## src/fv_pkg.sv

```systemverilog
// shared widths, counts and vector types of the feature-vector store, imported by RTL and testbench
package fv_pkg;

    // ========================================
    // sizes
    // ========================================
    localparam int NUM_BANKS = 4;
    localparam int NUM_PE    = 4;
    localparam int ROW_W     = 6;

    localparam int DATA_W    = 16;
    localparam int BANK_W    = $clog2(NUM_BANKS);
    localparam int TAG_W     = $clog2(NUM_PE);
    localparam int ADDR_W    = ROW_W + BANK_W;
    // one extra bit so that a full store of 2**ADDR_W vectors can be counted
    localparam int COUNT_W   = ADDR_W + 1;

    // ========================================
    // types
    // ========================================
    // one feature-vector word
    typedef logic [DATA_W-1:0] fv_data_t;

    // bank select in the low bits, row in the upper bits
    typedef logic [ADDR_W-1:0] fv_addr_t;

    typedef logic [ROW_W-1:0] fv_row_t;

    typedef logic [BANK_W-1:0] bank_idx_t;

    // names the edge PE that gets the result
    typedef logic [TAG_W-1:0] pe_tag_t;

    typedef logic [COUNT_W-1:0] fv_count_t;

endpackage

```

## src/fv_pe_bus.sv

```systemverilog
// result bus that takes the valid bank result and routes it to the edge PE named by its tag
module fv_pe_bus import fv_pkg::*; (
    input  logic                  clk,
    input  logic                  rst,
    input  logic     [NUM_BANKS-1:0] res_valid,
    input  pe_tag_t  [NUM_BANKS-1:0] res_tag,
    input  fv_data_t [NUM_BANKS-1:0] res_data,
    output logic     [NUM_PE-1:0]    pe_valid,
    output fv_data_t [NUM_PE-1:0]    pe_data
);

    logic     sel_valid;
    pe_tag_t  sel_tag;
    fv_data_t sel_data;

    // one result per cycle is expected, the lowest bank wins otherwise
    always_comb begin
        sel_valid = 1'b0;
        sel_tag   = '0;
        sel_data  = '0;
        for (int b = 0; b < NUM_BANKS; b++) begin
            if (res_valid[b] && !sel_valid) begin
                sel_valid = 1'b1;
                sel_tag   = res_tag[b];
                sel_data  = res_data[b];
            end
        end
    end

    always_ff @(posedge clk) begin
        if (rst) begin
            pe_valid <= '0;
        end else begin
            pe_valid <= '0;
            if (sel_valid) begin
                pe_valid[sel_tag] <= 1'b1;
            end
        end
    end

    // untouched PEs keep the last word they were sent
    always_ff @(posedge clk) begin
        if (sel_valid) begin
            pe_data[sel_tag] <= sel_data;
        end
    end

endmodule

```

## config.mk

```make
export PLATFORM = sky130hd
export DESIGN_NAME = fv_pe_bus
export DESIGN_NICKNAME = d
export VERILOG_FILES = /design/src/fv_pkg.sv /design/src/fv_pe_bus.sv
export SDC_FILE = /design/constraint.sdc
export NUM_CORES = 1
export LEC_CHECK = 0
export BUFFER_PORTS_ARGS = -buffer_cell sky130_fd_sc_hd__buf_2
export CAP_MARGIN = 10
export CORE_ASPECT_RATIO = 0.6
export CORE_MARGIN = 2
export CORE_UTILIZATION = 43
export DETAILED_ROUTE_END_ITERATION = 12
export PLACE_DENSITY = 0.78
export SLEW_MARGIN = 10
export SYNTH_ARGS = -nofsm -noshare
export SYNTH_HDL_FRONTEND = slang
export SYNTH_SLANG_ARGS = --single-unit
```

## constraint.sdc

```tcl
create_clock -name clk -period 2.2 [get_ports clk]
set_input_delay 0.33 -clock clk [delete_from_list [all_inputs] [get_ports clk]]
set_output_delay 0.33 -clock clk [all_outputs]
set_load 0.005 [all_outputs]
```

Word level (Yosys, flattened, before mapping) --
Cells that the tools add are included.
Word-level totals: bits in registers 68, input port bits 78, output and inout port bits 68, logic and storage cells 33
Operators by class: magnitude comparators 2, muxes and demuxes 17, bitwise gates (word level) 1, reduce and logical (&&, ||, !) cells 8
Operator list (count):
- $mux W16 | 5
- $bwmux W64 | 1
- $demux W16 S2 | 1
- $mux W2 | 4
- $mux W1 | 5
- $logic_and A1 B1 Y1 | 4
- $logic_not A1 Y1 | 3
- $lt A2 B3 Y1 const B | 1
- $demux W1 S2 | 1
- $ge A2 B1 Y1 const B | 1
- $reduce_or A2 Y1 | 1
- $not A1 Y1 | 1

Longest topological paths before layout --
Gate-level depths: netlist (run 1).
word-level depth 15, mapped depth 5, depth with buffers taken out 4

Least setup slack after synthesis (run 1) --
OpenSTA, ideal clock, no wires.
kind input port to flip-flop, start point in res_valid[1], end point reg pe_data[0] (netlist name) (enable), setup time 0.374 ns, data arrival time 1.497 ns, data required time 1.826 ns, path slack 0.329 ns, stages on the path 3, path buffers 0, cells stage by stage or3b_1 > a311oi_2 > a22o_1
On the way: longest elaborated chain between the ends 8
Ends and longest elaborated chain:
- start, declared | line fv_pe_bus.sv:5 | input logic [NUM_BANKS-1:0] res_valid,
- $logic_and A1 B1 Y1 (*) | line fv_pe_bus.sv:22 | if (res_valid[b] && !sel_valid) begin
- $mux W1 (*) | line fv_pe_bus.sv:22
- $logic_not A1 Y1 | line fv_pe_bus.sv:22
- $logic_and A1 B1 Y1 | line fv_pe_bus.sv:22
- $mux W1 (*) | line fv_pe_bus.sv:22
- $logic_not A1 Y1 | line fv_pe_bus.sv:22
- $logic_and A1 B1 Y1 | line fv_pe_bus.sv:22
- $mux W1 (*) | line fv_pe_bus.sv:22
- end signal, assigned by index | line fv_pe_bus.sv:44 | pe_data[sel_tag] <= sel_data;
- end, declared | line fv_pe_bus.sv:9 | output fv_data_t [NUM_PE-1:0] pe_data
Every way passes the cells marked *; elsewhere a longest branch is shown, timed or not. A chain may end at the register's enable or synchronous reset.

Worst setup path after layout (run 1) --
start point in res_valid[1], end point reg pe_data[13] (netlist name) (enable)
Same word-level chain as after synthesis.

==> impl_summary.txt, run 1 <==
----------------------------------------------------
[Min path]
  Type of the most critical hold path ... input pin to flop

[Run status]
  Run status ... complete, no violations

[Power and ir drop]
  Relative contribution of combinational cells to total power ... a little over an eighth
  Switching power of the nets ... ~0.00073 W
  Power density cells ... a little under 900 nW/µm²
  Sequential share of power ... 49.9%
  Largest voltage drop on the vdd net ... ~0.00043 V
  Clock group share of total power ... 36.7%
  Sw frac ... roughly 22%
  Int Pwr ... approximately 0.0026 W
  Lkg Pwr ... between 1.5 and 2 nW

[Synth]
  Number of enable-type register cells in the synthesized netlist ... between 60 and 70
  Post-synthesis instance area ... about 2600 µm²
  Area share of the leading cell type in the synthesized netlist ... between 70% and 80%
  Gate count after technology mapping ... roughly 150
  Largest area contributor in the synthesized netlist ... sky130_fd_sc_hd__edfxtp_1
  Seq cells post-synth ... 68
  Syn nets ... between 200 and 250
  Leading register cell type out of synthesis ... sky130_fd_sc_hd__edfxtp_1
  Average size of a mapped cell ... 16.9 µm²
  Number of warning messages in the yosys log ... 0
  Library cells used by synthesis ... 24
  Async set or reset register ratio after synthesis ... 0%
  Proportion of synthesized chip area in sequential cells ... between 70% and 80%
  Main area contributors after synthesis ... sky130_fd_sc_hd__edfxtp_1 (75%), sky130_fd_sc_hd__a22oi_1 (9.6%), sky130_fd_sc_hd__dfxtp_1 (3.1%)

[Detailed routing]
  Number of DRC markers after the initial detailed-route iteration ... 129
  Total via count in the routed design ... approximately 2.0k
  DRT antenna net count ... 0
  DR DRC count ... 0
  Number of search-and-repair iterations in the first detailed-routing pass ... 4
  Per-cell via count in the routed design ... between 5 and 6
  Avg WL per Cell ... 17.8 µm
  DRT Wirelength ... ~7000 µm

[Floorplan]
  Floorplan row count ... 21
  Chip height ... ~64 µm
  Die footprint ... 6630 µm²
  Starting utilization of the core area ... a little under half
  Core region area ... 5680 µm²
  Horizontal extent of the die ... 104 µm
  IO Count ... roughly 150

[Clocking]
  Root buffer selected by CTS ... sky130_fd_sc_hd__clkbuf_8
  Cts hold-fix bufs ... 0
  Number of buffers inserted to repair setup after CTS ... 0
  Sink count of the clock tree ... between 60 and 70
  Clock H-tree levels ... 3
  TritonCTS clock tree ... built
  Clock-pin slew on the worst setup and hold paths ... 0.07 ns
  Maximum buffer depth of the clock tree ... 2
  Cts repair resizes ... 0
  TritonCTS Buffers ... 9

[Worst setup path]
  Signal arrival time at the worst endpoint ... between 1.5 and 2 ns
  Critical path startpoint category ... input pin
  Crit path max fanout ... 17
  Destination of the critical timing path ... pe_data[13]$_DFFE_PP_
  Crit path required time ... 2.24 ns
  Worst setup path start ... res_valid[1]
  Worst Setup End Kind ... flop
  Type of the setup path with the least slack ... input pin to flop

[Timing]
  Setup violations, final ... 0
  Pins over their slew limit ... 0
  Final worst path period need ... approximately 1.6 ns
  Maximum operating frequency ... 611 MHz
  Portion of the clock cycle consumed by the worst path in the final layout ... about 74%
  Hold violation total from the final report ... 0
  Headroom to the max-slew limit ... roughly three fifths
  Aggregate negative setup slack ... 0 ns
  Setup repair after global routing missed its margin ... false
  Slew of the pin with the lowest slew margin ... between 0.5 and 0.6 ns

[Global route]
  Leftover overflow at the end of global routing ... 0
  Pin count of the biggest net entering global routing ... 25
  Antenna violations before repair ... 0
  Number of global-route vias before repair ... slightly above 2k
  Wire length of the first global-routing pass ... between 10000 and 15000 µm
  Total GRT Usage ... a little under a quarter

[Place]
  HPWL after detailed placement ... around 5000 µm
  Placed Cells incl. Taps ... ~380
  Routability congestion estimate ... 0.834
  Count of buffers from port buffering ... about 150

[Cells and area]
  Diodes inserted ... 0
  Non-filler instance count after layout ... a little under 400
  Layout-stage area growth over the synthesis result ... 44.3%
  Most common cell after layout, fill and taps aside ... sky130_fd_sc_hd__buf_2
  Layout net count ... between 300 and 400
  Proportion of layout cells with a drive suffix above 1 ... a little under three fifths
  Commonest cells after routing, fill and taps aside ... sky130_fd_sc_hd__buf_2 (145), sky130_fd_sc_hd__edfxtp_1 (64), sky130_fd_sc_hd__a22oi_1 (33)

[Flow run]
  Maximum capacitance violations ... 0

----------------------------------------------------
==> state kept, by name, indices dropped and copies added (netlist names) <==
| name | cells |
|---|---|
| pe_data | 64 |
| pe_valid | 4 |
==> cells by family after synthesis <==
group	count (synthesis)	synth area share, %
flops	68	78.0
simple gates	13	3.75
buf+inv	13	2.34
compound gates	58	15.9
==> worst max-delay path, stage by stage <==
cell and delay [ns]:
sky130_fd_sc_hd__buf_2 0.21, sky130_fd_sc_hd__nor4b_4 0.36, sky130_fd_sc_hd__buf_4 0.21, sky130_fd_sc_hd__nor2b_1 0.19, sky130_fd_sc_hd__a22o_1 0.21, sky130_fd_sc_hd__buf_12 0.17
==> metal layers <==
layer,up-vias,routed length [µm],global-route usage (%)
met2,102,3310,36.4
met3,6,586,10.0
met1,968,3030,27.7
li1,937,-,-
met4,0,76,7.09
met5,-,0,0
==> cell type report <==
type	instances	area, µm²
Timing Repair Buffer	155	838
Fill cell	451	1970
Tap cell	80	100
Inverter	3	11.3
Clock buffer	10	128
Clock inverter	6	111
Multi-Input combinational cell	71	514
Sequential cell	68	2000
==> synth_stat cells (2+ instances only) <==
cell type and n:
sky130_fd_sc_hd__o21ai_0 13, sky130_fd_sc_hd__a21oi_1 2, sky130_fd_sc_hd__nor2b_1 4, sky130_fd_sc_hd__o21ai_1 3
sky130_fd_sc_hd__and2b_1 2, sky130_fd_sc_hd__a22o_1 3, sky130_fd_sc_hd__edfxtp_1 64, sky130_fd_sc_hd__buf_2 3
sky130_fd_sc_hd__buf_4 2, sky130_fd_sc_hd__clkbuf_1 4, sky130_fd_sc_hd__nand3b_1 2, sky130_fd_sc_hd__dfxtp_1 4
sky130_fd_sc_hd__a22oi_1 33, sky130_fd_sc_hd__inv_1 3
==> through the flow <==
stage / hold slack, ns / instance area, µm² / total power, W / setup WS (ns) / util, %
4_1_cts: 0.191 / 3700 / 0.00334 / 0.586 / 65.3
6_report: 0.205 / 3700 / 0.00331 / 0.564 / 65.3
2_1_floorplan: 0.402 / 2570 / 0.00182 / 0.329 / -
3_5_place_dp: 0.555 / 3470 / 0.00212 / 0.225 / 61.1
3_3_place_gp: 0.543 / 3470 / 0.00211 / 0.263 / 61.1
5_1_grt: 0.195 / 3700 / 0.00345 / 0.496 / 65.3
==> worst min-delay path by stage <==
stage               start                      to  slack [ns]  cells after the start
global route          rst  pe_valid[2]$_SDFF_PP0_        0.19                      2
CTS                   rst  pe_valid[3]$_SDFF_PP0_        0.19                      2
detailed placement    rst  pe_valid[3]$_SDFF_PP0_        0.56                      2
global placement      rst  pe_valid[2]$_SDFF_PP0_        0.54                      2
finish                rst  pe_valid[3]$_SDFF_PP0_        0.21                      2
floorplan             rst  pe_valid[2]$_SDFF_PP0_        0.40                      1
==> power by group through the flow <==
| stage | combinational (W) | clock (W) | sequential [W] |
|---|---|---|---|
| 2_1_floorplan | 0.000124 | 0 | 0.00169 |
| 3_5_place_dp | 0.000449 | 0 | 0.00167 |
| 6_report | 0.000444 | 0.00121 | 0.00165 |
| 3_3_place_gp | 0.000434 | 0 | 0.00168 |
| 5_1_grt | 0.000489 | 0.00129 | 0.00167 |
| 4_1_cts | 0.000450 | 0.00123 | 0.00165 |
Power figures use the tool's default switching activity.
==> inputs of run 2 (changes only) <==
==> constraint.sdc (replaced) <==
create_clock -name clk -period 1.7 [get_ports clk]
set_input_delay 0.255 -clock clk [delete_from_list [all_inputs] [get_ports clk]]
set_output_delay 0.255 -clock clk [all_outputs]
set_load 0.005 [all_outputs]
==> run 2 against run 1 <==
Clock power is 38% higher. Wire length up 0.90%. Cell area up 2.2%. Critical path type unchanged. Largest power group unchanged. Highest routed layer unchanged.
==> impl_summary.txt, run 2 (synthesis gave the netlist of run 1 again) <==
----------------------------------------------------
[Min path]
  Start point of the worst min-delay path ... rst (unchanged)
  Type of the most critical hold path ... input pin to flop (unchanged)
  Hold path depth ... 2 (unchanged)
  Endpoint of the worst hold path ... pe_valid[2]$_SDFF_PP0_ (was pe_valid[3]$_SDFF_PP0_)

[Detailed routing]
  DRT Wirelength ... 7060 µm (was 7000 µm)
  Number of search-and-repair iterations in the first detailed-routing pass ... 4 (unchanged)
  Avg WL per Cell ... 17.6 µm (was 17.8 µm)
  Per-cell via count in the routed design ... 5.13 (was 5.12)
  DRT antenna net count ... 0 (unchanged)
  Number of DRC markers after the initial detailed-route iteration ... 119 (was 129)
  DR DRC count ... 0 (unchanged)
  Total via count in the routed design ... 2059 (was 2013)

[Clocking]
  Cts hold-fix bufs ... 0 (unchanged)
  Cts repair resizes ... 0 (unchanged)
  Root buffer selected by CTS ... sky130_fd_sc_hd__clkbuf_8 (unchanged)
  TritonCTS clock tree ... built (unchanged)
  Maximum buffer depth of the clock tree ... 2 (unchanged)
  Sink count of the clock tree ... 68 (unchanged)
  Clock-pin slew on the worst setup and hold paths ... 0.07 ns (about the same)
  TritonCTS Buffers ... 9 (unchanged)
  Number of buffers inserted to repair setup after CTS ... 0 (unchanged)
  Clock H-tree levels ... 3 (unchanged)

[Cells and area]
  Non-filler instance count after layout ... 401 (was 393)
  Register ranked first by flip-flop count ... pe_data (unchanged)
  Commonest cells after routing, fill and taps aside ... sky130_fd_sc_hd__buf_2 (145), sky130_fd_sc_hd__edfxtp_1 (64), sky130_fd_sc_hd__a22oi_1 (33) (unchanged)
  Most common cell after layout, fill and taps aside ... sky130_fd_sc_hd__buf_2 (unchanged)
  Layout net count ... 394 (was 386)
  Diodes inserted ... 0 (unchanged)
  Combined flip-flop and latch cell area ... 2000 µm² (unchanged)
  Area occupied by multi-input gates ... 515 µm² (was 514 µm²)
  Final Core Density ... 66.7% (was 65.3%)
  Layout-stage area growth over the synthesis result ... 47.4% (was 44.3%)
  Total of fill cells in the finished design ... 435 (was 451)
  Proportion of layout cells with a drive suffix above 1 ... 57.0% (was 55.3%)
  Leading registers by flop count ... pe_data x64, pe_valid x4 (unchanged)
  Number of flip-flops under the largest register name ... 64 (unchanged)

[Power and ir drop]
  Lkg Pwr ... 1.58 nW (was 1.53 nW)
  Largest voltage drop on the vdd net ... 0.000596 V (was 0.000431 V)
  Final Total Pwr ... 0.00440 W (was 0.00331 W)
  Power density cells ... 1160 nW/µm² (was 892 nW/µm²)

[Timing]
  Minimum setup slack in the final design ... 0.263 ns (was 0.564 ns)
  Hold violation total from the final report ... 0 (unchanged)
  Portion of the clock cycle consumed by the worst path in the final layout ... approximately 85%
  Pins over their slew limit ... 0 (unchanged)
  Setup repair after global routing missed its margin ... false (unchanged)
  Headroom to the max-slew limit ... 64.2% (was 59.9%)
  Setup violations, final ... 0 (unchanged)
  Slew of the pin with the lowest slew margin ... 0.532 ns (was 0.596 ns)
  Final worst path period need ... between 1 and 1.5 ns
  Maximum operating frequency ... 696 MHz
  Aggregate negative setup slack ... 0 ns (unchanged)

[Global route]
  Total GRT Usage ... 22.4% (was 22.6%)
  Antenna violations before repair ... 0 (unchanged)
  Number of global-route vias before repair ... 2028 (was 2078)
  Pin count of the biggest net entering global routing ... 26 (was 25)
  Wire length of the first global-routing pass ... 10900 µm (was 11000 µm)
  Leftover overflow at the end of global routing ... 0 (unchanged)

[Floorplan]
  Floorplan row count ... 21 (unchanged)
  Core region area ... 5680 µm² (unchanged)
  IO Count ... 146 (unchanged)
  Die footprint ... 6630 µm² (unchanged)
  Chip height ... 63.9 µm (unchanged)
  Horizontal extent of the die ... 104 µm (unchanged)
  Starting utilization of the core area ... 45.2% (unchanged)

[Worst setup path]
  Crit path max fanout ... 17 (unchanged)
  Cell chain of the critical path ... buf_2 -> buf_4 -> nand3b_1 -> a221oi_1 -> a22o_1 -> buf_12 (was buf_2 -> nor4b_4 -> buf_4 -> nor2b_1 -> a22o_1 -> buf_12)
  Signal arrival time at the worst endpoint ... 1.48 ns (was 1.68 ns)
  Worst Setup End Kind ... flop (unchanged)
  Type of the setup path with the least slack ... input pin to flop (unchanged)
  Delay of the slowest cell on the worst path ... 0.35 ns (was 0.36 ns)
  Critical path startpoint category ... input pin (unchanged)
  Crit path required time ... 1.75 ns (was 2.24 ns)
  Slowest cell on crit path ... sky130_fd_sc_hd__a221oi_1 (was sky130_fd_sc_hd__nor4b_4)

[Place]
  HPWL after detailed placement ... 5120 µm (was 5000 µm)
  Worst slack after detailed placement ... -0.0898 ns (was 0.225 ns)
  Placed Cells incl. Taps ... 385 (was 377)
  Routability congestion estimate ... 0.826 (was 0.834)
  Count of buffers from port buffering ... 145 (unchanged)

[Run status]
  Run status ... complete, no violations (unchanged)

[Flow run]
  Maximum capacitance violations ... 0 (unchanged)

----------------------------------------------------
[run 2: cell types whose count changed in the layout (fill, tap and decap cells not counted), sizes merged]
cell    delta
clkbuf     +1
clkinv     -1
buf        +8
[run 2: per-stage QoR]
stage               instance area (µm²)  hold WS, ns
CTS                                3780       0.0963
global route                       3780        0.114
detailed placement                 3530        0.468
global placement                   3530        0.472
finish                             3780        0.119
floorplan                          2570        0.327
[run 2: per-layer routing]
| metal | part of all wire (%) | track usage [%] | wire length (µm) | vias up |
|---|---|---|---|---|
| met1 | 45 | 30.9 | 3160 | 981 |
| met4 | 0.57 | 6.08 | 40 | 0 |
| met3 | 11 | 8.88 | 751 | 4 |
| met2 | 44 | 33.3 | 3110 | 122 |
| met5 | 0 | 0 | 0 | - |
| li1 | - | - | - | 952 |
[run 2: how the worst max path moves through the flow]
| stage | from | end | slack [ns] | depth (start not counted) |
|---|---|---|---|---|
| 2_1_floorplan | res_valid[0] | pe_data[48]$_DFFE_PP_ | 0.02 | 4 |
| 3_3_place_gp | res_valid[1] | pe_data[3]$_DFFE_PP_ | -0.04 | 5 |
| 3_5_place_dp | res_valid[1] | pe_data[34]$_DFFE_PP_ | -0.09 | 6 |
| 4_1_cts | res_valid[1] | pe_data[6]$_DFFE_PP_ | 0.29 | 5 |
| 5_1_grt | res_valid[1] | pe_data[53]$_DFFE_PP_ | 0.18 | 6 |
| 6_report | res_valid[1] | pe_data[39]$_DFFE_PP_ | 0.26 | 6 |
[run 2: report_power, final]
| part | internal, W | switching (W) |
|---|---|---|
| clock | 0.00106 | 0.000606 |
| sequential | 0.00208 | 0.0000581 |
| combinational | 0.000290 | 0.000307 |
| total | 0.00343 | 0.000971 |
[run 2: layout make-up]
type | count | share of cell area (%)
clock buffer | 11 | 4.00
clock inverter | 5 | 2.81
inverter | 3 | 0.298
multi-input combinational | 71 | 13.6
sequential | 68 | 52.9
tap | 80 | 2.64
timing repair buffer | 163 | 23.7
[run 2: worst max-delay path, delay by kind of cell]
family          cells  cell delay, ns
compound gates      2            0.60
buf+inv             3            0.45
simple gates        1            0.16
