$ cat src/fv_pkg.sv
// shared widths, counts and vector types of the feature-vector store, imported by RTL and testbench
package fv_pkg;

    // ========================================
    // sizes
    // ========================================
    localparam int NUM_BANKS = 4;
    localparam int NUM_PE    = 4;
    localparam int ROW_W     = 6;

    localparam int DATA_W    = 16;
    localparam int BANK_W    = $clog2(NUM_BANKS);
    localparam int TAG_W     = $clog2(NUM_PE);
    localparam int ADDR_W    = ROW_W + BANK_W;
    // one extra bit so that a full store of 2**ADDR_W vectors can be counted
    localparam int COUNT_W   = ADDR_W + 1;

    // ========================================
    // types
    // ========================================
    // one feature-vector word
    typedef logic [DATA_W-1:0] fv_data_t;

    // bank select in the low bits, row in the upper bits
    typedef logic [ADDR_W-1:0] fv_addr_t;

    typedef logic [ROW_W-1:0] fv_row_t;

    typedef logic [BANK_W-1:0] bank_idx_t;

    // names the edge PE that gets the result
    typedef logic [TAG_W-1:0] pe_tag_t;

    typedef logic [COUNT_W-1:0] fv_count_t;

endpackage

$ cat src/fv_req_if.sv
// head-of-queue request and pop strobe between the request FIFO and the memory controller
interface fv_req_if import fv_pkg::*; ();

    pe_tag_t  head_tag;
    fv_addr_t head_addr;
    logic     empty;
    // only raised while empty is low, the head advances on that edge
    logic     pop;

    modport fifo_side (
        output head_tag,
        output head_addr,
        output empty,
        input  pop
    );

    modport cntl_side (
        input  head_tag,
        input  head_addr,
        input  empty,
        output pop
    );

endinterface

$ cat src/fv_req_fifo.sv
// request FIFO that queues PE read requests and presents the oldest one to the memory controller
module fv_req_fifo import fv_pkg::*; #(
    parameter int FIFO_DEPTH = 8
) (
    input  logic     clk,
    input  logic     rst,
    input  logic     wr_valid,
    input  pe_tag_t  wr_tag,
    input  fv_addr_t wr_addr,
    output logic     full,
    fv_req_if.fifo_side head
);

    localparam int PTR_W = $clog2(FIFO_DEPTH);

    // pointers carry one wrap bit above the index
    logic [PTR_W:0] wr_ptr;
    logic [PTR_W:0] rd_ptr;

    pe_tag_t  tag_mem  [FIFO_DEPTH];
    fv_addr_t addr_mem [FIFO_DEPTH];

    logic do_write;
    logic do_read;

    assign full = (wr_ptr[PTR_W] != rd_ptr[PTR_W]) &&
                  (wr_ptr[PTR_W-1:0] == rd_ptr[PTR_W-1:0]);
    assign head.empty = (wr_ptr == rd_ptr);

    // a write while full is dropped
    assign do_write = wr_valid && !full;
    assign do_read  = head.pop && !head.empty;

    assign head.head_tag  = tag_mem[rd_ptr[PTR_W-1:0]];
    assign head.head_addr = addr_mem[rd_ptr[PTR_W-1:0]];

    always_ff @(posedge clk) begin
        if (rst) begin
            wr_ptr <= '0;
            rd_ptr <= '0;
        end else begin
            if (do_write) begin
                wr_ptr <= wr_ptr + 1'b1;
            end
            if (do_read) begin
                rd_ptr <= rd_ptr + 1'b1;
            end
        end
    end

    always_ff @(posedge clk) begin
        if (do_write) begin
            tag_mem[wr_ptr[PTR_W-1:0]]  <= wr_tag;
            addr_mem[wr_ptr[PTR_W-1:0]] <= wr_addr;
        end
    end

endmodule

$ cat src/flat_wrapper.sv
// flat-port wrapper written by rule: the top's interface ports become plain ports
module fv_req_fifo_flat import fv_pkg::*;
#(
    parameter int FIFO_DEPTH = 8
)
  (clk, rst, wr_valid, wr_tag, wr_addr, full, head_head_tag, head_head_addr, head_empty, head_pop);
  fv_req_if head_i ();
  input  logic clk;
  input  logic rst;
  input  logic wr_valid;
  input  pe_tag_t wr_tag;
  input  fv_addr_t wr_addr;
  output logic full;
  output wire logic [$bits(head_i.head_tag)-1:0] head_head_tag;
  output wire logic [$bits(head_i.head_addr)-1:0] head_head_addr;
  output wire logic [$bits(head_i.empty)-1:0] head_empty;
  input wire logic [$bits(head_i.pop)-1:0] head_pop;
  assign head_head_tag = head_i.head_tag;
  assign head_head_addr = head_i.head_addr;
  assign head_empty = head_i.empty;
  assign head_i.pop = head_pop;
  fv_req_fifo #(.FIFO_DEPTH(FIFO_DEPTH)) u_core (.clk(clk), .rst(rst), .wr_valid(wr_valid), .wr_tag(wr_tag), .wr_addr(wr_addr), .full(full), .head(head_i));
endmodule
$ cat config.mk
export PLATFORM = sky130hd
export DESIGN_NAME = fv_req_fifo_flat
export DESIGN_NICKNAME = d
export VERILOG_FILES = /design/src/fv_pkg.sv /design/src/fv_req_if.sv /design/src/fv_req_fifo.sv /design/src/flat_wrapper.sv
export SDC_FILE = /design/constraint.sdc
export NUM_CORES = 1
export LEC_CHECK = 0
export BUFFER_PORTS_ARGS = -buffer_cell sky130_fd_sc_hd__buf_4
export CELL_PAD_IN_SITES_DETAIL_PLACEMENT = 1
export CELL_PAD_IN_SITES_GLOBAL_PLACEMENT = 1
export CORE_AREA = 2 2 86 88
export DETAILED_ROUTE_END_ITERATION = 8
export DIE_AREA = 0 0 88 90
export GPL_ROUTABILITY_DRIVEN = 0
export PLACE_DENSITY_LB_ADDON = 0.12
export SYNTH_ARGS = -nofsm -noshare
export SYNTH_HDL_FRONTEND = slang
export SYNTH_SLANG_ARGS = --single-unit
$ cat constraint.sdc
create_clock -name clk -period 5.6 [get_ports clk]
set_input_delay 1.12 -clock clk [delete_from_list [all_inputs] [get_ports clk]]
set_output_delay 1.12 -clock clk [all_outputs]
set_load 0.03 [all_outputs]
== Word level (Yosys, flattened, before mapping) ==
Memory sizes are Yosys's and may differ from the RTL's. A register that Yosys moved wholly into a read port is not among the register bits.
Index checks and enable logic that the tools add are counted.
W data, S select, Z words.

* Flip-flop bits (word level): 8
* Bits in latches: 0
* Memory bits (writable): 80
* ROM bits: 0
* Input bits: 14
* Output and inout port bits: 12
* Word-level logic and storage cells: 20
* Memories kept: 2

{| class="wikitable"
|+ Memory list
! name !! words !! width !! read ports !! clocked after Yosys merged registers in !! wr ports !! RTL line !! source
|-
| u_core.addr_mem || 8 || 8 || 1 || 1 || 1 || fv_req_fifo.sv:21 || <nowiki>fv_addr_t addr_mem [FIFO_DEPTH];</nowiki>
|-
| u_core.tag_mem || 8 || 2 || 1 || 1 || 1 || fv_req_fifo.sv:20 || <nowiki>pe_tag_t tag_mem [FIFO_DEPTH];</nowiki>
|}

* $add $sub $neg: 2
* Multipliers: 0
* Div/mod/pow operators: 0
* $lt $le $gt $ge: 0
* Equality and inequality tests: 3
* Shifts and indexed selects: 0
* Multiplexer cells: 6
* Bitwise gates (word level): 0
* Reductions and logical operators: 5

{| class="wikitable"
|+ Operator list
! cell !! number
|-
| $mux W3 || 4
|-
| $add A4 B1 Y4 const B || 2
|-
| $eq A4 B4 Y1 || 1
|-
| $eq A3 B3 Y1 || 1
|-
| $logic_and A1 B1 Y1 || 3
|-
| $logic_not A1 Y1 || 2
|-
| $mux W1 || 2
|-
| $ne A1 B1 Y1 || 1
|}

== Depth between registers and ports, before layout ==
Gate-level depths: netlist (run 1).

* Depth after elaboration: 6
* Mapped depth: 4
* Mapped depth without buffers: 4

== Least setup slack after synthesis (run 1) ==
No wires, ideal clock.

* Path type: input-to-reg
* Start: in wr_valid
* End: mem u_core.addr_mem[2][0] (netlist name) (enable)
* Library setup time: 404 ps
* Arrival time: 2445 ps
* Slack: 2751 ps
* Stages on the path: 2
* Cell sequence: o41a_1 nor4bb_1

* Longest elaborated chain between the ends: 3

{| class="wikitable"
|+ RTL lines
! item !! RTL line !! source
|-
| start: declaration || flat_wrapper.sv:10 || <nowiki>input logic wr_valid;</nowiki>
|-
| $logic_and A1 B1 Y1 || fv_req_fifo.sv:31 || <nowiki>assign do_write = wr_valid && !full;</nowiki>
|-
| $mux W1 || fv_req_fifo.sv:52 || <nowiki>if (do_write) begin</nowiki>
|-
| $mux W1 (not written as such) || fv_req_fifo.sv:54 || <nowiki>addr_mem[wr_ptr[PTR_W-1:0]] <= wr_addr;</nowiki>
|-
| end: declaration || fv_req_fifo.sv:21 ||
|}

No other way between the ends.

==> results.md, run 1 <==
* Hold Fails Final Rpt at 0
* Max_slew headroom at between 30% and 40%
* RSZ-0062 raised after global routing: no
* Largest cells by area after synthesis: edfxtp_1 64%, mux4_2 12%, dfxtp_1 5.9%
* Fin nets at ~240
* Clock Pin Slew Worst Setup and Hold Paths at 90 ps
* Largest net degree at the start of global routing at 21
* Final wirelength at a little over 7 mm
* # setup viols final at 0
* Clock buffer count from CTS at 9
* CTS root buf: clkbuf_8
* GRT Total Usage at 19.7%
* Pleak at roughly 1.4 nW
* Diodes inserted at 0
* Drt via density at 5.64
* Iteration-0 DRC Markers at slightly below 80
* Max_cap viols at 0
* P&R area growth vs syn at 14.9%
* Core area at 0.00702 mm2
* Net Count, Synth at between 200 and 250
* CTS tree: yes
* Warning count from the yosys run at 0
* CP max FO at 11
* Final core occ at 61.4%
* CTS sink count at approximately 90
* Synth top area share at 64.0%
* Library cells used by synthesis at 33
* VDD IR-drop max at between 0.00015 and 0.0002 V
* Initial antenna violation count at 0
* Hold buffer count at CTS at 0
* Via count of the first global-routing pass at 2,032
* Skew-Pair Late Insertion Delay at between 300 and 400 ps
* Final max-slew violation count at 0
* Worst setup path end: head_head_tag[1]
* Fmax at 0.275 GHz
* Overall die height at roughly 90 um
* Area leader, netlist: edfxtp_1
* Clock Skew at approximately 11 ps
* Crit Reg-Reg Endpoint: u_core.addr_mem[2][7]$_DFFE_PP_
* Sequential fraction of the synthesis area at a little over two thirds
* R2R Path Start: u_core.wr_ptr[0]$_SDFFE_PP0P_
* First-pass GRT wire length at about 11 mm
* Post-DRT Antenna Nets at 0
* Synth Area per Inst at ~19 um2
* Worst setup SP type: flip-flop
* Clk buf depth at 2
* Crit-path cells: buf_4 > mux4_2 > mux2_2 > buf_4
* Worst Tran Pin Value at ~980 ps
* Final WS setup at roughly 2000 ps
* CP Depth at 4
* Die width at a little under 90 um
* Crit-path slowest cell: dfxtp_1
* Pwr/cell area at approximately 330 mW/mm2
* Share of layout cells above drive strength 1 at 37.7%
* Wire per inst at between 20 and 25 um
* H-tree depth at 3
* Setup bufs post-CTS at 0
* Crit path kind: flip-flop to primary output
* Mapped Area at between 0.003 and 0.004 mm2
* Buffers and inverters on the worst path at 2
* Setup TNS at 0 ps
* Worst reg2reg path depth at 3
* Hold Crit Class: flip-flop to flip-flop
* Place WS at between 2000 and 2500 ps
* Mapped Cells at slightly below 200
* Fin crit share at 65.0%
* Drt first pass iters at 4
* CP dominant cell by count: buf_4
* Critical Path AT at between 2000 and 3000 ps
* Initial Util at 53.5%
* Worst path top cell family by delay: multiplexers
* Yosys reg bits at between 90 and 100
* Setup crit end kind: primary output
* # IOs at 26
* Status: finished, final reports clean
* Residual DRC at 0
* Rows at 31
* Post-CTS Resized at 0
* Via count at approximately 1,900
* Reg2reg setup slack at approximately 3000 ps
* DIE AREA at 0.00792 mm2
* HPWL after detailed placement at 4.63 mm
* PortBufs at 25
* WP data required at ~4500 ps
* Leftover overflow at the end of global routing at 0
* Crit-path max cell delay at roughly 800 ps
* Minimum clock period after layout at between 3000 and 4000 ps
[power by group]
| group | internal (mW) | switching (mW) | leakage (nW) |
|---|---|---|---|
| logic | 0.113 | 0.111 | 0.505 |
| clock network | 0.174 | 0.253 | 0.0931 |
| registers | 0.758 | 0.0313 | 0.816 |
[kinds of logic after synthesis]
kind of cell	after synthesis	synth area share (%)
flops	91	69.8
mux	41	18.2
compound gates	7	1.80
fa+ha+maj	2	0.666
xor+xnor	8	1.87
buf+inv	12	1.60
simple gates	37	6.06
[routing by layer]
layer / wire length (um) / track usage (%)
met1: 3150 / 25.6
met2: 3620 / 32.0
met3: 221 / 5.05
met4: 95 / 6.67
met5: 0 / 0
[tightest hold or removal path, delay by kind of cell (launching register included)]
family | cells | cell delay (ps)
DFF | 1 | 390
and+or+nand+nor | 1 | 120
muxes | 1 | 70
[per-stage QoR]
stage	hold slack [ps]	instance area [um2]	total power, mW	instances
2_1_floorplan	536	3750	0.954	198
3_3_place_gp	570	4120	1.02	314
3_5_place_dp	592	4120	1.03	314
4_1_cts	614	4310	1.45	330
5_1_grt	656	4310	1.49	330
6_report	614	4310	1.44	330
[Yosys cell counts, drive strengths merged]
| cell type | count |
|---|---|
| a211o | 1 |
| a311o | 1 |
| a41oi | 2 |
| and4 | 1 |
| and4b | 1 |
| buf | 8 |
| clkbuf | 4 |
| dfxtp | 11 |
| edfxtp | 80 |
| ha | 2 |
| mux2 | 17 |
| mux2i | 4 |
| mux4 | 20 |
| nand2 | 4 |
| nand2b | 5 |
| nand3 | 1 |
| nand4 | 2 |
| nor2 | 6 |
| nor2b | 6 |
| nor3 | 2 |
| nor3b | 1 |
| nor4 | 3 |
| nor4b | 3 |
| nor4bb | 1 |
| o311ai | 1 |
| o41a | 2 |
| or2 | 1 |
| xnor2 | 4 |
| xor2 | 4 |
[registers in the layout (all words and copies together) (netlist names), named ones only]
register         cells
u_core.addr_mem     64
u_core.rd_ptr        4
u_core.tag_mem      16
u_core.wr_ptr        4
[cell type report]
type,count,area (um2)
Clock buffer,9,124
Clock inverter,7,71.3
Fill cell,614,2710
Multi-Input combinational cell,95,1150
Sequential cell,91,2620
Tap cell,99,124
Timing Repair Buffer,29,218
[worst min path at each step]
stage                                             start  depth (start not counted)                            end  slack (ps)
after detailed placement  u_core.rd_ptr[1]$_SDFFE_PP0P_                          2                      flip-flop         590
after global placement    u_core.rd_ptr[1]$_SDFFE_PP0P_                          2  u_core.rd_ptr[1]$_SDFFE_PP0P_         570
after CTS                 u_core.rd_ptr[1]$_SDFFE_PP0P_                          2  u_core.rd_ptr[1]$_SDFFE_PP0P_         610
after global routing      u_core.rd_ptr[1]$_SDFFE_PP0P_                          2  u_core.rd_ptr[1]$_SDFFE_PP0P_         660
final                     u_core.rd_ptr[1]$_SDFFE_PP0P_                          2  u_core.rd_ptr[1]$_SDFFE_PP0P_         610
after floorplan           u_core.rd_ptr[1]$_SDFFE_PP0P_                          2                      flip-flop         540
[placed cells by master (no fill, tap or decap)]
cell type / Yosys / layout
nand4_1: 2 / 2
or2_2: 1 / 1
xor2_1: 4 / 4
clkbuf_8: 0 / 9
nor3_1: 2 / 2
nor4bb_4: 0 / 1
nor3b_1: 1 / 1
nor4_2: 1 / 1
mux2_2: 14 / 14
ha_1: 2 / 2
nor4b_4: 0 / 2
nor4_4: 0 / 2
dfxtp_1: 11 / 11
nand2b_1: 5 / 5
mux2i_1: 4 / 4
inv_6: 0 / 2
mux4_2: 20 / 20
a211o_1: 1 / 1
buf_4: 0 / 29
nor2b_1: 6 / 6
o41a_1: 2 / 2
edfxtp_1: 80 / 80
clkinvlp_4: 0 / 2
o311ai_0: 1 / 1
and4b_1: 1 / 1
a41oi_1: 2 / 2
nor4b_2: 0 / 1
inv_8: 0 / 2
clkinv_8: 0 / 1
nand3_1: 1 / 1
mux2_1: 3 / 3
and4_1: 1 / 1
nor2_1: 6 / 6
xnor2_1: 4 / 4
a311o_1: 1 / 1
nand2_1: 4 / 4
No activity file was read; power rests on OpenSTA's default activity.
==> run 2, diff against run 1 <==
--- a/config.mk
+++ b/config.mk
@@ -5,12 +5,13 @@
 export SDC_FILE = /design/constraint.sdc
 export NUM_CORES = 1
 export LEC_CHECK = 0
+export ABC_AREA = 1
 export BUFFER_PORTS_ARGS = -buffer_cell sky130_fd_sc_hd__buf_4
 export CELL_PAD_IN_SITES_DETAIL_PLACEMENT = 1
 export CELL_PAD_IN_SITES_GLOBAL_PLACEMENT = 1
-export CORE_AREA = 2 2 86 88
+export CORE_AREA = 2 2 93 95
 export DETAILED_ROUTE_END_ITERATION = 8
-export DIE_AREA = 0 0 88 90
+export DIE_AREA = 0 0 95 97
 export GPL_ROUTABILITY_DRIVEN = 0
 export PLACE_DENSITY_LB_ADDON = 0.12
 export SYNTH_ARGS = -nofsm -noshare
==> constraint.sdc (replaced) <==
create_clock -name clk -period 3.7 [get_ports clk]
set_input_delay 0.74 -clock clk [delete_from_list [all_inputs] [get_ports clk]]
set_output_delay 0.74 -clock clk [all_outputs]
set_load 0.03 [all_outputs]
==> run 2 against run 1 <==
  * Hold slack worse by 62 ps
  * Combinational power rose by 72%
  * Final cell count up 46%
  * Core utilization fell by 9.7 points
  * First-iteration DRC count is 92% higher
  * Synthesized cell count increased by 75%
  * Critical path type unchanged
  * Critical path depth grew 2
  * Critical endpoint is now head_head_addr[3]
  * Wire length rose by 18%
  * Via count is 34% higher
  * Register-to-register slack got worse by 1700 ps
==> results.md, run 2 <==
* Hold buffer count at CTS at 0 (unchanged)
* Worst setup SP type: flip-flop
* R2R Path Start: u_core.wr_ptr[0]$_SDFFE_PP0P_
* Hold Crit Class: flip-flop to flip-flop
* Sw frac at 29.2% (+1.8 points)
* CTS tree: yes
* Wire per inst at 17.4 um (-19%)
* Synth Area per Inst at 10.8 um2 (-43%)
* Buffers and inverters on the worst path at 2 (unchanged)
* Fmax at a little under 0.4 GHz
* Post-CTS Resized at 0 (unchanged)
* Final wirelength at 8.38 mm (+18%)
* Crit-path max cell delay at 500 ps (-300 ps)
* First-pass GRT wire length at 13.2 mm (+20%)
* Rows at 33 (+6.5%)
* Most frequent cells in the layout: 80 x edfxtp_1, 76 x nor2_1, 55 x nand2_1
* Combinational group share of total power at 18.1% (+2.6 points)
* Pleak at 1.54 nW (+9.0%)
* Library cells used by synthesis at 22 (-33%)
* Leftover overflow at the end of global routing at 0 (unchanged)
* Clock Pin Slew Worst Setup and Hold Paths at 80 ps (about the same)
* Power Internal at 1.51 mW (+45%)
* Fin crit share at around 70%
* Synth cell count leaders: 80 x edfxtp_1, 76 x nor2_1, 55 x nand2_1
* Mapped Cells at 347 (+75%)
* Most used DFF post-synth: edfxtp_1
* Clk pwr share at 27.7% (-2.0 points)
* # IOs at 26 (unchanged)
* CTS root buf: clkbuf_8
* H-tree depth at 3 (unchanged)
* CTS sink count at 91 (unchanged)
* HPWL after detailed placement at 5.24 mm (+13%)
* CP max FO at 40 (+29)
* Number of synthesized flops with an enable pin at 80 (unchanged)
* VDD IR-drop max at 0.000267 V (+37%)
* Drt first pass iters at 4 (unchanged)
* Setup TNS at 0 ps (unchanged)
* PortBufs at 25 (unchanged)
* Iteration-0 DRC Markers at 148 (+92%)
* CP Depth at 6 (+2)
* Worst Hold Depth at 2 (unchanged)
* Reg2reg setup slack at 1220 ps (-1720 ps)
* Via count of the first global-routing pass at 2,554 (+26%)
* Place WS at 1180 ps (-1120 ps)
* Via count at 2,485 (+34%)
* Overall die height at 97 um (+7.8%)
* Yosys reg bits at 91 (unchanged)
* Sw Pwr at 624 uW (+58%)
* Share of layout cells above drive strength 1 at 15.9% (-22 points)
* Critical Path AT at 1850 ps (-670 ps)
* Core area at 0.00813 mm2 (+16%)
* Clock buffer count from CTS at 9 (unchanged)
* Drt via density at 5.16 (-8.5%)
* Synth async-reset ratio at 0% (unchanged)
* WP data required at 2960 ps (-1520 ps)
* DIE AREA at 0.00922 mm2 (+16%)
* Sequential fraction of the synthesis area at 69.7% (-0.14 points)
* Initial antenna violation count at 0 (unchanged)
* Crit-path slowest cell: inv_2
* Most common cell in the netlist: edfxtp_1
* Largest cells by area after synthesis: edfxtp_1 64%, nor2_1 7.6%, o21ai_0 6.3%
* Net Count, Synth at 363 (+70%)
* Max_cap viols at 0 (unchanged)
* Worst path top cell family by delay: buffers and inverters
* Die width at 95 um (+8.0%)
* Residual DRC at 0 (unchanged)
* Final WS setup at 1110 ps (-845 ps)
* Fill cells at 907 (+48%)
* Crit-path cells: inv_2 > o21ai_0 > o21ai_1 > nand2_1 > nand2_1 > buf_4
* Skew-Pair Late Insertion Delay at 350 ps (about the same)
* Diodes inserted at 0 (unchanged)
* Post-DRT Antenna Nets at 0 (unchanged)
* Warning count from the yosys run at 0 (unchanged)
* Synth top area share at 63.9% (-0.13 points)
* WL met2 at 4.36 mm (+20%)
* Status: finished, final reports clean
* RSZ-0062 raised after global routing: no
* Worst setup path end: head_head_addr[3]
* Largest net degree at the start of global routing at 41 (+95%)
* Setup crit end kind: primary output
* Hold Fails Final Rpt at 0 (unchanged)
* Mapped Area at 0.00376 mm2 (+0.20%)
* Worst Tran Pin Value at 1170 ps (+181 ps)
* GRT Total Usage at 19.5% (-0.20 points)
* Setup bufs post-CTS at 0 (unchanged)
* Total chip power at 2.14 mW (+48%)
* CP dominant cell by count: nand2_1
* Crit path kind: flip-flop to primary output
* Worst reg2reg path depth at 6 (+3)
* Number of flip-flops in the largest register at 64 (unchanged)
* Clock Skew at 8.47 ps (-2.76 ps)
* Crit Reg-Reg Endpoint: u_core.addr_mem[5][3]$_DFFE_PP_
* Met1 WL at 3.60 mm (+15%)
* Metal3 WL at 277 um (+25%)
* Initial Util at 46.3% (-7.2 points)
* # setup viols final at 0 (unchanged)
* Area leader, netlist: edfxtp_1
* Final max-slew violation count at 0 (unchanged)
* Commonest non-fill, non-tap cell in the layout: edfxtp_1
* P&R area growth vs syn at 11.9%
* Seq pwr share at 54.3% (-0.5 points)
* Max layer used: met4
* Pwr/cell area at 508 mW/mm2 (+52%)
* Minimum clock period after layout at approximately 2600 ps
* Clk buf depth at 2 (unchanged)
* Max_slew headroom at 22.0% (-12 points)
* Fin nets at 388 (+60%)
[run 2: worst min-delay path by stage]
stage / from / to / slack (ps)
after floorplan: u_core.wr_ptr[3]$_SDFFE_PP0P_ / u_core.wr_ptr[3]$_SDFFE_PP0P_ / 500
after global placement: u_core.rd_ptr[3]$_SDFFE_PP0P_ / u_core.rd_ptr[3]$_SDFFE_PP0P_ / 530
after detailed placement: u_core.wr_ptr[3]$_SDFFE_PP0P_ / u_core.wr_ptr[3]$_SDFFE_PP0P_ / 530
after CTS: u_core.rd_ptr[3]$_SDFFE_PP0P_ / u_core.rd_ptr[3]$_SDFFE_PP0P_ / 550
after global routing: u_core.wr_ptr[3]$_SDFFE_PP0P_ / u_core.wr_ptr[3]$_SDFFE_PP0P_ / 600
final: u_core.rd_ptr[3]$_SDFFE_PP0P_ / u_core.rd_ptr[3]$_SDFFE_PP0P_ / 550
[run 2: metal layers]
layer / vias up / global-route usage, %
met3: 8 / 4.13
met2: 41 / 32.8
li1: 1228 / -
met5: - / 0
met4: 0 / 7.25
met1: 1208 / 24.3
[run 2: kinds of logic after synthesis]
logic type | count (synthesis) | share of synthesized area (%)
adder cells (fa/ha/maj) | 2 | 0.665
buffers and inverters | 34 | 3.66
AND/OR/NAND/NOR | 151 | 16.7
AO/OA/AOI/OAI | 69 | 9.28
flip-flops | 91 | 69.7
[run 2: metrics by stage]
stage	hold slack [ps]	util, %	cells	area [um2]
final	551	51.8	482	4210
after global routing	598	51.8	482	4210
after CTS	552	51.8	482	4210
after detailed placement	534	49.7	466	4040
after global placement	531	49.7	466	4040
after floorplan	496	-	347	3760
[run 2: worst reg2reg max path, delay by kind of cell, from the launching register on]
kind	cells	cell delay, ps
buffers and inverters	1	90
flip-flops	1	450
AND/OR/NAND/NOR	5	1560
[run 2: power groups by stage]
stage | logic, mW | clock network, mW | registers (mW)
floorplan | 0.255 | 0 | 1.18
global placement | 0.382 | 0 | 1.18
detailed placement | 0.392 | 0 | 1.18
CTS | 0.394 | 0.600 | 1.16
global route | 0.434 | 0.641 | 1.16
finish | 0.386 | 0.591 | 1.16
[run 2: cell type report]
type                            count  area (um2)  share of cell area, %
Clock buffer                       11         131                   3.12
Tap cell                          105         131                   3.12
Sequential cell                    91        2620                   62.3
Clock inverter                      5        37.5                  0.892
Timing Repair Buffer               28         210                   4.99
Inverter                           20        75.1                   1.78
Multi-Input combinational cell    222        1000                   23.8
